==> config.mk <==
export PLATFORM = sky130hd
export DESIGN_NAME = axi_dma_top
export DESIGN_NICKNAME = d
export VERILOG_FILES = /design/src/dma_pkg.sv /design/src/dma_fifo.sv /design/src/dma_controller.sv /design/src/axi_read_master.sv /design/src/axi_write_master.sv /design/src/axi_dma_top.sv
export SDC_FILE = /design/constraint.sdc
export NUM_CORES = 2
export LEC_CHECK = 0
export ABC_AREA = 1
export CAP_MARGIN = 20
export CORE_ASPECT_RATIO = 0.6
export CORE_UTILIZATION = 25
export DETAILED_ROUTE_END_ITERATION = 12
export DONT_BUFFER_PORTS = 1
export PLACE_DENSITY_LB_ADDON = 0.12
export SLEW_MARGIN = 20
export SYNTH_ARGS = -nofsm -noshare
export SYNTH_HDL_FRONTEND = slang
export SYNTH_SLANG_ARGS = --single-unit
==> constraint.sdc <==
create_clock -name clk -period 8.4 [get_ports clk]
set_clock_uncertainty 0.15 [all_clocks]
set_input_delay 1.68 -clock clk [delete_from_list [all_inputs] [get_ports clk]]
set_output_delay 1.68 -clock clk [all_outputs]
set_load 0.03 [all_outputs]
==> src/dma_pkg.sv <==
// Shared widths, limits, modes and payload structs; imported by every DMA module and the testbench
package dma_pkg;

    // Bus geometry
    localparam int DATA_W         = 32;
    localparam int ADDR_W         = 32;
    localparam int BYTES_PER_BEAT = DATA_W / 8;
    localparam int ADDR_LSB       = 2;

    // Burst and buffer limits
    localparam int MAX_BURST_BEATS = 16;
    localparam int FIFO_DEPTH      = 32;

    localparam logic [1:0] RESP_OKAY = 2'b00;

    typedef logic [DATA_W-1:0] data_t;
    typedef logic [ADDR_W-1:0] addr_t;
    typedef logic [7:0]        len_t;
    typedef logic [1:0]        resp_t;

    typedef enum logic {
        MODE_READ  = 1'b0,
        MODE_WRITE = 1'b1
    } dma_mode_t;

    // One command, length in bytes
    typedef struct packed {
        dma_mode_t         mode;
        addr_t             addr;
        logic [ADDR_W-1:0] length;
    } dma_cmd_t;

    typedef struct packed {
        logic              busy;
        logic              done;
        logic              error;
        logic [ADDR_W-1:0] bytes_xfer;
    } dma_status_t;

    // Controller to channel master, len is beats minus one
    typedef struct packed {
        addr_t addr;
        len_t  len;
    } burst_req_t;

    typedef struct packed {
        addr_t addr;
        len_t  len;
    } axi_addr_t;

    typedef struct packed {
        data_t data;
        resp_t resp;
        logic  last;
    } axi_r_t;

    typedef struct packed {
        data_t data;
        logic  last;
    } axi_w_t;

endpackage

==> src/dma_fifo.sv <==
// Circular word buffer with valid/ready on both sides; used as the read and the write buffer
`timescale 1ns/1ps

module dma_fifo (
    input  logic            clk,
    input  logic            rst_n,
    input  logic            push,
    input  dma_pkg::data_t  push_data,
    output logic            push_ready,
    input  logic            pop,
    output dma_pkg::data_t  pop_data,
    output logic            pop_valid
);
    import dma_pkg::*;

    data_t mem [FIFO_DEPTH];

    // Extra top bit tells full from empty
    logic [$clog2(FIFO_DEPTH):0] wr_ptr;
    logic [$clog2(FIFO_DEPTH):0] rd_ptr;
    logic                        full;
    logic                        empty;
    logic                        do_push;
    logic                        do_pop;

    assign empty = (wr_ptr == rd_ptr);
    assign full  = (wr_ptr[$clog2(FIFO_DEPTH)] != rd_ptr[$clog2(FIFO_DEPTH)]) &&
                   (wr_ptr[$clog2(FIFO_DEPTH)-1:0] == rd_ptr[$clog2(FIFO_DEPTH)-1:0]);

    assign push_ready = !full;
    assign pop_valid  = !empty;
    assign do_push    = push && push_ready;
    assign do_pop     = pop && pop_valid;

    assign pop_data = mem[rd_ptr[$clog2(FIFO_DEPTH)-1:0]];

    always_ff @(posedge clk) begin
        if (do_push) begin
            mem[wr_ptr[$clog2(FIFO_DEPTH)-1:0]] <= push_data;
        end
    end

    always_ff @(posedge clk or negedge rst_n) begin
        if (!rst_n) begin
            wr_ptr <= '0;
            rd_ptr <= '0;
        end else begin
            if (do_push) begin
                wr_ptr <= wr_ptr + 1'b1;
            end
            if (do_pop) begin
                rd_ptr <= rd_ptr + 1'b1;
            end
        end
    end

endmodule

==> src/dma_controller.sv <==
// Command sequencer: splits a transfer into bursts, hands them to a channel master, keeps status
`timescale 1ns/1ps

module dma_controller (
    input  logic                  clk,
    input  logic                  rst_n,
    input  logic                  start,
    input  dma_pkg::dma_cmd_t     cmd,
    output dma_pkg::dma_status_t  status,
    output dma_pkg::burst_req_t   burst,
    output logic                  rd_burst_start,
    output logic                  wr_burst_start,
    input  logic                  burst_done,
    input  logic                  burst_err
);
    import dma_pkg::*;

    typedef enum logic [2:0] {
        S_IDLE,
        S_PLAN,
        S_ISSUE,
        S_WAIT,
        S_ADVANCE,
        S_DONE,
        S_ERROR
    } state_t;

    state_t            state;
    dma_mode_t         mode_q;
    addr_t             cur_addr;
    logic [ADDR_W-1:0] remain_beats;
    logic [ADDR_W-1:0] bytes_q;
    len_t              burst_len;
    logic              error_q;
    logic [8:0]        burst_beats;

    assign burst_beats = {1'b0, burst_len} + 9'd1;

    always_ff @(posedge clk or negedge rst_n) begin
        if (!rst_n) begin
            state        <= S_IDLE;
            mode_q       <= MODE_READ;
            remain_beats <= '0;
            bytes_q      <= '0;
            error_q      <= 1'b0;
        end else begin
            case (state)
                S_IDLE: begin
                    if (start) begin
                        mode_q       <= cmd.mode;
                        remain_beats <= cmd.length >> ADDR_LSB;
                        bytes_q      <= '0;
                        error_q      <= 1'b0;
                        state        <= S_PLAN;
                    end
                end
                S_PLAN: begin
                    // Nothing left means the command is complete
                    if (remain_beats == '0) begin
                        state <= S_DONE;
                    end else begin
                        state <= S_ISSUE;
                    end
                end
                S_ISSUE: begin
                    state <= S_WAIT;
                end
                S_WAIT: begin
                    if (burst_done) begin
                        if (burst_err) begin
                            error_q <= 1'b1;
                            state   <= S_ERROR;
                        end else begin
                            state <= S_ADVANCE;
                        end
                    end
                end
                S_ADVANCE: begin
                    remain_beats <= remain_beats - ADDR_W'(burst_beats);
                    bytes_q      <= bytes_q + (ADDR_W'(burst_beats) << ADDR_LSB);
                    state        <= S_PLAN;
                end
                default: begin
                    // Done and error last one cycle each
                    state <= S_IDLE;
                end
            endcase
        end
    end

    // Burst address and length
    always_ff @(posedge clk) begin
        if (state == S_IDLE && start) begin
            cur_addr <= cmd.addr;
        end else if (state == S_ADVANCE) begin
            cur_addr <= cur_addr + (ADDR_W'(burst_beats) << ADDR_LSB);
        end
        if (state == S_PLAN) begin
            if (remain_beats > ADDR_W'(MAX_BURST_BEATS)) begin
                burst_len <= len_t'(MAX_BURST_BEATS - 1);
            end else begin
                burst_len <= len_t'(remain_beats - 1'b1);
            end
        end
    end

    assign burst.addr = cur_addr;
    assign burst.len  = burst_len;

    assign rd_burst_start = (state == S_ISSUE) && (mode_q == MODE_READ);
    assign wr_burst_start = (state == S_ISSUE) && (mode_q == MODE_WRITE);

    // busy drops on the same edge that done or error rises
    assign status.busy       = (state == S_PLAN) || (state == S_ISSUE) ||
                               (state == S_WAIT) || (state == S_ADVANCE);
    assign status.done       = (state == S_DONE);
    assign status.error      = error_q;
    assign status.bytes_xfer = bytes_q;

endmodule

==> src/axi_read_master.sv <==
// AXI read channel master: one AR per burst, R beats flow into the read buffer
`timescale 1ns/1ps

module axi_read_master (
    input  logic                 clk,
    input  logic                 rst_n,
    input  dma_pkg::burst_req_t  burst,
    input  logic                 burst_start,
    output dma_pkg::axi_addr_t   ar,
    output logic                 arvalid,
    input  logic                 arready,
    input  dma_pkg::axi_r_t      r,
    input  logic                 rvalid,
    output logic                 rready,
    output logic                 push,
    output dma_pkg::data_t       push_data,
    input  logic                 push_ready,
    output logic                 burst_done,
    output logic                 burst_err
);
    import dma_pkg::*;

    axi_addr_t ar_q;
    logic      data_open;
    logic      err_q;
    logic      beat_bad;

    assign ar     = ar_q;
    assign rready = data_open && push_ready;
    assign push   = rvalid && rready;

    // Bad beats are still buffered
    assign push_data = r.data;
    assign beat_bad  = (r.resp != RESP_OKAY);

    always_ff @(posedge clk) begin
        if (burst_start) begin
            ar_q.addr <= burst.addr;
            ar_q.len  <= burst.len;
        end
    end

    always_ff @(posedge clk or negedge rst_n) begin
        if (!rst_n) begin
            arvalid    <= 1'b0;
            data_open  <= 1'b0;
            err_q      <= 1'b0;
            burst_done <= 1'b0;
            burst_err  <= 1'b0;
        end else begin
            burst_done <= 1'b0;
            if (burst_start) begin
                arvalid <= 1'b1;
                err_q   <= 1'b0;
            end else if (arvalid && arready) begin
                arvalid   <= 1'b0;
                data_open <= 1'b1;
            end
            if (push) begin
                err_q <= err_q || beat_bad;
                if (r.last) begin
                    data_open  <= 1'b0;
                    burst_done <= 1'b1;
                    burst_err  <= err_q || beat_bad;
                end
            end
        end
    end

endmodule

==> src/axi_write_master.sv <==
// AXI write channel master: AW, then buffered W beats with wlast, then the B response
`timescale 1ns/1ps

module axi_write_master (
    input  logic                 clk,
    input  logic                 rst_n,
    input  dma_pkg::burst_req_t  burst,
    input  logic                 burst_start,
    output dma_pkg::axi_addr_t   aw,
    output logic                 awvalid,
    input  logic                 awready,
    output dma_pkg::axi_w_t      w,
    output logic                 wvalid,
    input  logic                 wready,
    input  dma_pkg::resp_t       b,
    input  logic                 bvalid,
    output logic                 bready,
    output logic                 pop,
    input  dma_pkg::data_t       pop_data,
    input  logic                 pop_valid,
    output logic                 burst_done,
    output logic                 burst_err
);
    import dma_pkg::*;

    typedef enum logic [1:0] {
        P_IDLE,
        P_ADDR,
        P_DATA,
        P_RESP
    } phase_t;

    phase_t    phase;
    axi_addr_t aw_q;
    len_t      beat_cnt;

    assign aw      = aw_q;
    assign awvalid = (phase == P_ADDR);
    assign bready  = (phase == P_RESP);

    // W beats come straight off the write buffer
    assign wvalid = (phase == P_DATA) && pop_valid;
    assign w.data = pop_data;
    assign w.last = (beat_cnt == aw_q.len);
    assign pop    = wvalid && wready;

    always_ff @(posedge clk) begin
        if (burst_start) begin
            aw_q.addr <= burst.addr;
            aw_q.len  <= burst.len;
        end
    end

    always_ff @(posedge clk or negedge rst_n) begin
        if (!rst_n) begin
            phase      <= P_IDLE;
            beat_cnt   <= '0;
            burst_done <= 1'b0;
            burst_err  <= 1'b0;
        end else begin
            burst_done <= 1'b0;
            case (phase)
                P_IDLE: begin
                    if (burst_start) begin
                        beat_cnt <= '0;
                        phase    <= P_ADDR;
                    end
                end
                P_ADDR: begin
                    if (awready) begin
                        phase <= P_DATA;
                    end
                end
                P_DATA: begin
                    if (pop) begin
                        beat_cnt <= beat_cnt + 1'b1;
                        if (w.last) begin
                            phase <= P_RESP;
                        end
                    end
                end
                default: begin
                    if (bvalid) begin
                        burst_done <= 1'b1;
                        burst_err  <= (b != RESP_OKAY);
                        phase      <= P_IDLE;
                    end
                end
            endcase
        end
    end

endmodule

==> src/axi_dma_top.sv <==
// DMA engine top level: controller, AXI read and write masters, read and write buffers
`timescale 1ns/1ps

module axi_dma_top (
    input  logic                  clk,
    input  logic                  rst_n,
    input  logic                  start,
    input  dma_pkg::dma_cmd_t     cmd,
    output dma_pkg::dma_status_t  status,
    output dma_pkg::data_t        rd_data,
    output logic                  rd_valid,
    input  logic                  rd_ready,
    input  dma_pkg::data_t        wr_data,
    input  logic                  wr_valid,
    output logic                  wr_ready,
    output dma_pkg::axi_addr_t    ar,
    output logic                  arvalid,
    input  logic                  arready,
    input  dma_pkg::axi_r_t       r,
    input  logic                  rvalid,
    output logic                  rready,
    output dma_pkg::axi_addr_t    aw,
    output logic                  awvalid,
    input  logic                  awready,
    output dma_pkg::axi_w_t       w,
    output logic                  wvalid,
    input  logic                  wready,
    input  dma_pkg::resp_t        b,
    input  logic                  bvalid,
    output logic                  bready
);
    import dma_pkg::*;

    burst_req_t burst;
    logic       rd_burst_start;
    logic       wr_burst_start;
    logic       rd_done;
    logic       rd_err;
    logic       wr_done;
    logic       wr_err;
    logic       rd_push;
    data_t      rd_push_data;
    logic       rd_push_ready;
    logic       wr_pop;
    data_t      wr_pop_data;
    logic       wr_pop_valid;

    dma_controller ctrl (
        .clk, .rst_n, .start, .cmd, .status, .burst,
        .rd_burst_start, .wr_burst_start,
        // Only one master runs per command
        .burst_done (rd_done || wr_done),
        .burst_err  (rd_err || wr_err)
    );

    axi_read_master rd_master (
        .clk, .rst_n, .burst, .burst_start (rd_burst_start),
        .ar, .arvalid, .arready, .r, .rvalid, .rready,
        .push (rd_push), .push_data (rd_push_data), .push_ready (rd_push_ready),
        .burst_done (rd_done), .burst_err (rd_err)
    );

    axi_write_master wr_master (
        .clk, .rst_n, .burst, .burst_start (wr_burst_start),
        .aw, .awvalid, .awready, .w, .wvalid, .wready, .b, .bvalid, .bready,
        .pop (wr_pop), .pop_data (wr_pop_data), .pop_valid (wr_pop_valid),
        .burst_done (wr_done), .burst_err (wr_err)
    );

    // Memory to core
    dma_fifo read_buf (
        .clk, .rst_n,
        .push (rd_push), .push_data (rd_push_data), .push_ready (rd_push_ready),
        .pop (rd_ready), .pop_data (rd_data), .pop_valid (rd_valid)
    );

    // Core to memory
    dma_fifo write_buf (
        .clk, .rst_n,
        .push (wr_valid), .push_data (wr_data), .push_ready (wr_ready),
        .pop (wr_pop), .pop_data (wr_pop_data), .pop_valid (wr_pop_valid)
    );

endmodule

* Word level (Yosys, flattened, before mapping) *
Memories as Yosys holds them, arrays and structs flattened.
Cells that the tools add are included.

word-level totals
  flip-flop bits (word level) = 230
  bits in writable memories = 2048
  bits of input ports = 144
  output and inout port bits = 187
  logic and storage cells = 146
  memories = 2

memory list
  name           depth  bits a word  read ports  clocked after memory_dff  write ports  RTL line        text
  read_buf.mem   32     32           1           0                         1            dma_fifo.sv:16  data_t mem [FIFO_DEPTH];
  write_buf.mem  32     32           1           0                         1            dma_fifo.sv:16

cells by class
  $add $sub $neg = 10
  order comparisons = 1
  eq/ne operators = 22
  muxes and demuxes = 40
  bitwise operators = 2
  reductions and logical operators = 45

operator list
  kind                   count
  $mux W32               4
  $pmux W32 S2           2
  $add A32 B11 Y32       2
  $gt A32 B5 Y1 const B  1
  $logic_not A32 Y1      1
  $sub A32 B9 Y32        1
  $add A6 B1 Y6 const B  4
  $mux W1                19
  $mux W8                2
  $pmux W8 S2            1
  $reduce_bool A2 Y1     8
  $pmux W3 S5            1
  $logic_and A1 B1 Y1    14
  $eq A6 B6 Y1           2
  $mux W2                6
  $eq A5 B5 Y1           2
  $reduce_and A2 Y1      5
  $add A8 B1 Y9 const B  1
  $mux W3                3
  $add A8 B1 Y8 const B  1
  $eq A8 B8 Y1           1
  $ne A2 B1 Y1 const B   4
  $sub A8 B1 Y8 const B  1
  $eq A3 B2 Y1 const B   2
  18 further kinds       32

* Depth between registers and ports, before layout *
  depth after elaboration = 8
  depth in mapped cells = 18
  mapped depth without buffers = 18

* Cells and area by module *
Synthesis repeated with hierarchy kept, for this count alone.

second synthesis, totals
  cells, all modules = 9239
  area, all modules = 98238.0 um^2

modules (own cells, without submodules)
  module                instances  cells each  area an instance (um^2)  sequential area each (um^2)
  dma_fifo (write_buf)  1          4110        44018.5                  31049.8
  dma_fifo (read_buf)   1          3564        41882.7                  31049.8
  dma_controller        1          1263        8316.7                   2877.8
  axi_write_master      1          198         2331.0                   1501.4
  axi_read_master       1          98          1666.6                   1326.3
  axi_dma_top           1          6           22.5                     0.0

* Worst setup path after synthesis *
Ideal clock, no wire load.

  kind = in2reg
  start point = in rvalid
  end point = mem read_buf.mem[31][0] (netlist bit), enable pin
  library setup time = 0.461 ns
  arrival time = 4.067 ns
  required time = 7.789 ns
  slack = 3.722 ns
  cell stages on the path = 2
  buffers on the path = 0
  cell sequence = nand4_4 nor3_1

between the ends
  longest elaborated chain between the ends = 4

RTL lines
  element                        RTL line               text
  start: declaration             axi_dma_top.sv:20      input logic rvalid,
  $logic_and A1 B1 Y1            axi_read_master.sv:30  assign push = rvalid && rready;
  $logic_and A1 B1 Y1            dma_fifo.sv:32         assign do_push = push && push_ready;
  $mux W1                        dma_fifo.sv:38         if (do_push) begin
  $mux W1 (implied by the code)  dma_fifo.sv:39         mem[wr_ptr[$clog2(FIFO_DEPTH)-1:0]] <= push_data;
  end: declaration               dma_fifo.sv:16

No other way between the ends.

==> impl_metrics.csv <==
group,metric,value,unit
worst_setup_path,end_kind,"primary output",
min_path,hold_path_class,"reg -> reg",
pwr,powerDensity,354,nW/µm²
worst_setup_path,cp-start-kind,"register",
synth,synth_most_common_cell,"edfxtp_1",
pwr,peakVddDrop,0.257,mV
cells_and_area,area_growth,14.1,%
grt,grt_pass1_vias,57300,
synth,syn_inst,7496,
sta,period_share,75.3,%
sta,worst_slack,2080,ps
cells_and_area,nFillCells,37300,
cells_and_area,fin_nets,7617,
route,vias_per_cell,4.85,
placement,pre_cts_slack,2990,ps
clock_network,clock-sinks,2276,
sta,finalHoldViolations,0,
grt,grt_max_degree,160,
clock_network,holdBufCountCts,0,
worst_setup_path,critical_path_class,"reg -> out",
grt,antenna_found_initial,29,
synth,synth_edf_count,2168,
outcome,status,"finished, final reports clean",
worst_setup_path,crit_end,"w[10]",
route,vias,60600,
clock_network,clkLatencyLatePin,920,ps
route,wl,342000,µm
sta,setup-tns-final,0,ps
route,drt_iter0_drc,5982,
placement,gp_congestion,0.767,
floorplan,die_y,474,µm
synth,synth.distinct_cells,60,
min_path,min_from,"ctrl.cur_addr[1]",
worst_setup_path,worst_r2r_endpoint,"write_buf.mem[30][17]",
grt,grt_overflow_total,0,
flow_run,cap_violations,0,
placement,dp_cells,12100,
clock_network,clock-root-buffer,"clkbuf_16",
grt,grt_pass1_wl,471000,µm
sta,slew_headroom,20.9,%
sta,drv_slew,0,
floorplan,ios,331,
worst_setup_path,cp.arrival,4490,ps
worst_setup_path,crit_required,6570,ps
worst_setup_path,worst_r2r_path_depth,11,
worst_setup_path,critPathMaxFanout,76,
worst_setup_path,cp_common_cell,"buf_4",
synth,postSynthAreaPerCell,12.4,µm²
worst_setup_path,regToRegStartpoint,"write_buf.rd_ptr[1]",
clock_network,htree_levels,4,
clock_network,cts_setup_buffers,0,
sta,setup_viol,0,
clock_network,path_clk_slew,60,ps
floorplan,row_count,172,
synth,synth_area_leader_cell,"edfxtp_1",
synth,ys_top_cells_by_area,"edfxtp_1 70%, o21ai_0 4.9%, nor2_1 4.5%",
sta,fmax,0.158,GHz
route,wire_per_inst,27.3,µm
worst_setup_path,crit_start,"write_buf.rd_ptr[0]",
worst_setup_path,rrSetupSlack,3710,ps
synth,postSynth.asyncResetShare,4.75,%
route,drc,0,
synth,syn_area,92900,µm²
clock_network,cts_tree,"yes",
cells_and_area,drive_above_1_share,8.22,%
synth,synth-seq-cells,2276,
route,dr.pass1.iters,6,
synth,yosysTopAreaCellShare,70.1,%
clock_network,cts_buffers,235,
cells_and_area,final_cells,12500,
floorplan,die-area,374000,µm²
placement,dpl.hpwl,195000,µm
synth,ys_seq_area_share,73.0,%
route,ant_nets,0,
clock_network,clockBufferDepth,4,
sta,worst_hold_slack,297,ps
grt,grt_usage,17.7,%
clock_network,cts_resized,0,
worst_setup_path,cp_slowest_stage_delay,760,ps
floorplan,initial_core_util,25.3,%
sta,period_needed,6320,ps
sta,rsz0062_at_grt,"no",
synth,synth_commonest_cells,"2168 x edfxtp_1, 1107 x nor2_1, 1036 x nand2_1",
synth,synth_flop_cell,"edfxtp_1",
worst_setup_path,worstPathCellList,"buf_4 -> buf_4 -> o21ai_0 -> o22ai_1 -> a21oi_1 -> o21ai_1 -> nand3_1 -> nand2_1",
floorplan,core,368000,µm²
worst_setup_path,cp_slowest_cell,"dfrtp_4",
synth,yosysWarnings,0,
floorplan,die_w,789,µm
sta,tightest_slew,1190,ps
pwr,leakage,34.6,nW
placement,port_buffers,0,
-- critical path, delay by kind of cell (launching register included) --
kind	cells	cell delay, ps
flip-flops	1	760
buffers and inverters	2	1270
AO/OA/AOI/OAI	4	640
AND/OR/NAND/NOR	2	790
-- metal layers --
layer	vias up	part of all wire [%]	track usage, %
met5	-	0.0079	0
met4	4	1.8	3.33
met3	374	6.1	3.22
met2	1822	39	24.1
met1	31200	53	28.6
li1	27200	-	-
-- through the flow --
step	instance area, µm²	util, %	power [W]
finish	106000	28.8	0.0375
CTS	106000	28.8	0.0379
detailed placement	98600	26.8	0.0274
global placement	98600	26.8	0.0274
floorplan	92900	-	0.0225
global route	106000	28.8	0.0394
-- state kept, by name, summed over array words and instances (netlist names), 2 cells and up --
signal,cells
ctrl.remain_beats,32
ctrl.bytes_q,30
write_buf.mem,1024
ctrl.state,3
write_buf.wr_ptr,6
ctrl.burst_len,8
wr_master.aw,40
wr_master.beat_cnt,8
rd_master.ar,40
write_buf.rd_ptr,6
wr_master.phase,2
read_buf.wr_ptr,6
read_buf.rd_ptr,6
read_buf.mem,1024
ctrl.cur_addr,32
-- cells in the final DEF (no fill, tap or decap), drive strengths merged, types with 4 or more instances in the layout --
cell | netlist | final
xor2 | 23 | 23
clkinv | 1 | 97
o22ai | 294 | 294
o21ai | 1014 | 1014
clkinvlp | 0 | 12
nor3 | 30 | 30
diode | 0 | 11
a21o | 5 | 5
or2 | 8 | 8
dfrtp | 108 | 108
bufinv | 0 | 15
xnor2 | 13 | 13
o221ai | 98 | 98
nand2 | 1056 | 1056
a31oi | 4 | 4
clkbuf | 215 | 298
nand4 | 70 | 70
nand3b | 12 | 12
inv | 244 | 248
o211ai | 100 | 100
nor4 | 4 | 4
a21oi | 197 | 197
ha | 45 | 45
o21bai | 4 | 4
nand3 | 408 | 408
edfxtp | 2168 | 2168
nor2 | 1115 | 1115
buf | 238 | 144
-- power by group --
group	switching, W	internal, W
clock network	0.00468	0.00572
registers	0.000939	0.0133
logic	0.00983	0.00302
-- how the worst min path moves through the flow --
stage,slack (ps),depth (start not counted),endpoint
finish,300,0,rd_master.ar[9]
global placement,280,0,wr_master.aw[8]
CTS,190,0,write_buf.wr_ptr[2]
detailed placement,290,0,rd_master.ar[9]
floorplan,270,0,rd_master.ar[8]
global route,240,0,write_buf.wr_ptr[2]
-- cell families after synthesis --
| family | count (synthesis) | synth area share [%] |
|---|---|---|
| AND/OR/NAND/NOR | 2708 | 12.1 |
| flip-flops | 2276 | 73.0 |
| AO/OA/AOI/OAI | 1729 | 10.5 |
| buffers and inverters | 698 | 3.41 |
| adder cells (fa/ha/maj) | 48 | 0.671 |
| XOR/XNOR | 36 | 0.348 |
| other | 1 | 0.00404 |
-- area by class of cell --
type | instances | area [µm²] | area share (%)
Antenna cell | 11 | 27.5 | 0.0260
Clock buffer | 298 | 6270 | 5.91
Clock inverter | 127 | 1090 | 1.02
Inverter | 245 | 968 | 0.914
Multi-Input combinational cell | 4523 | 22400 | 21.2
Sequential cell | 2276 | 67800 | 64.0
Tap cell | 4872 | 6100 | 5.75
Timing Repair Buffer | 144 | 1280 | 1.21
(Power assumes the default switching activity.)
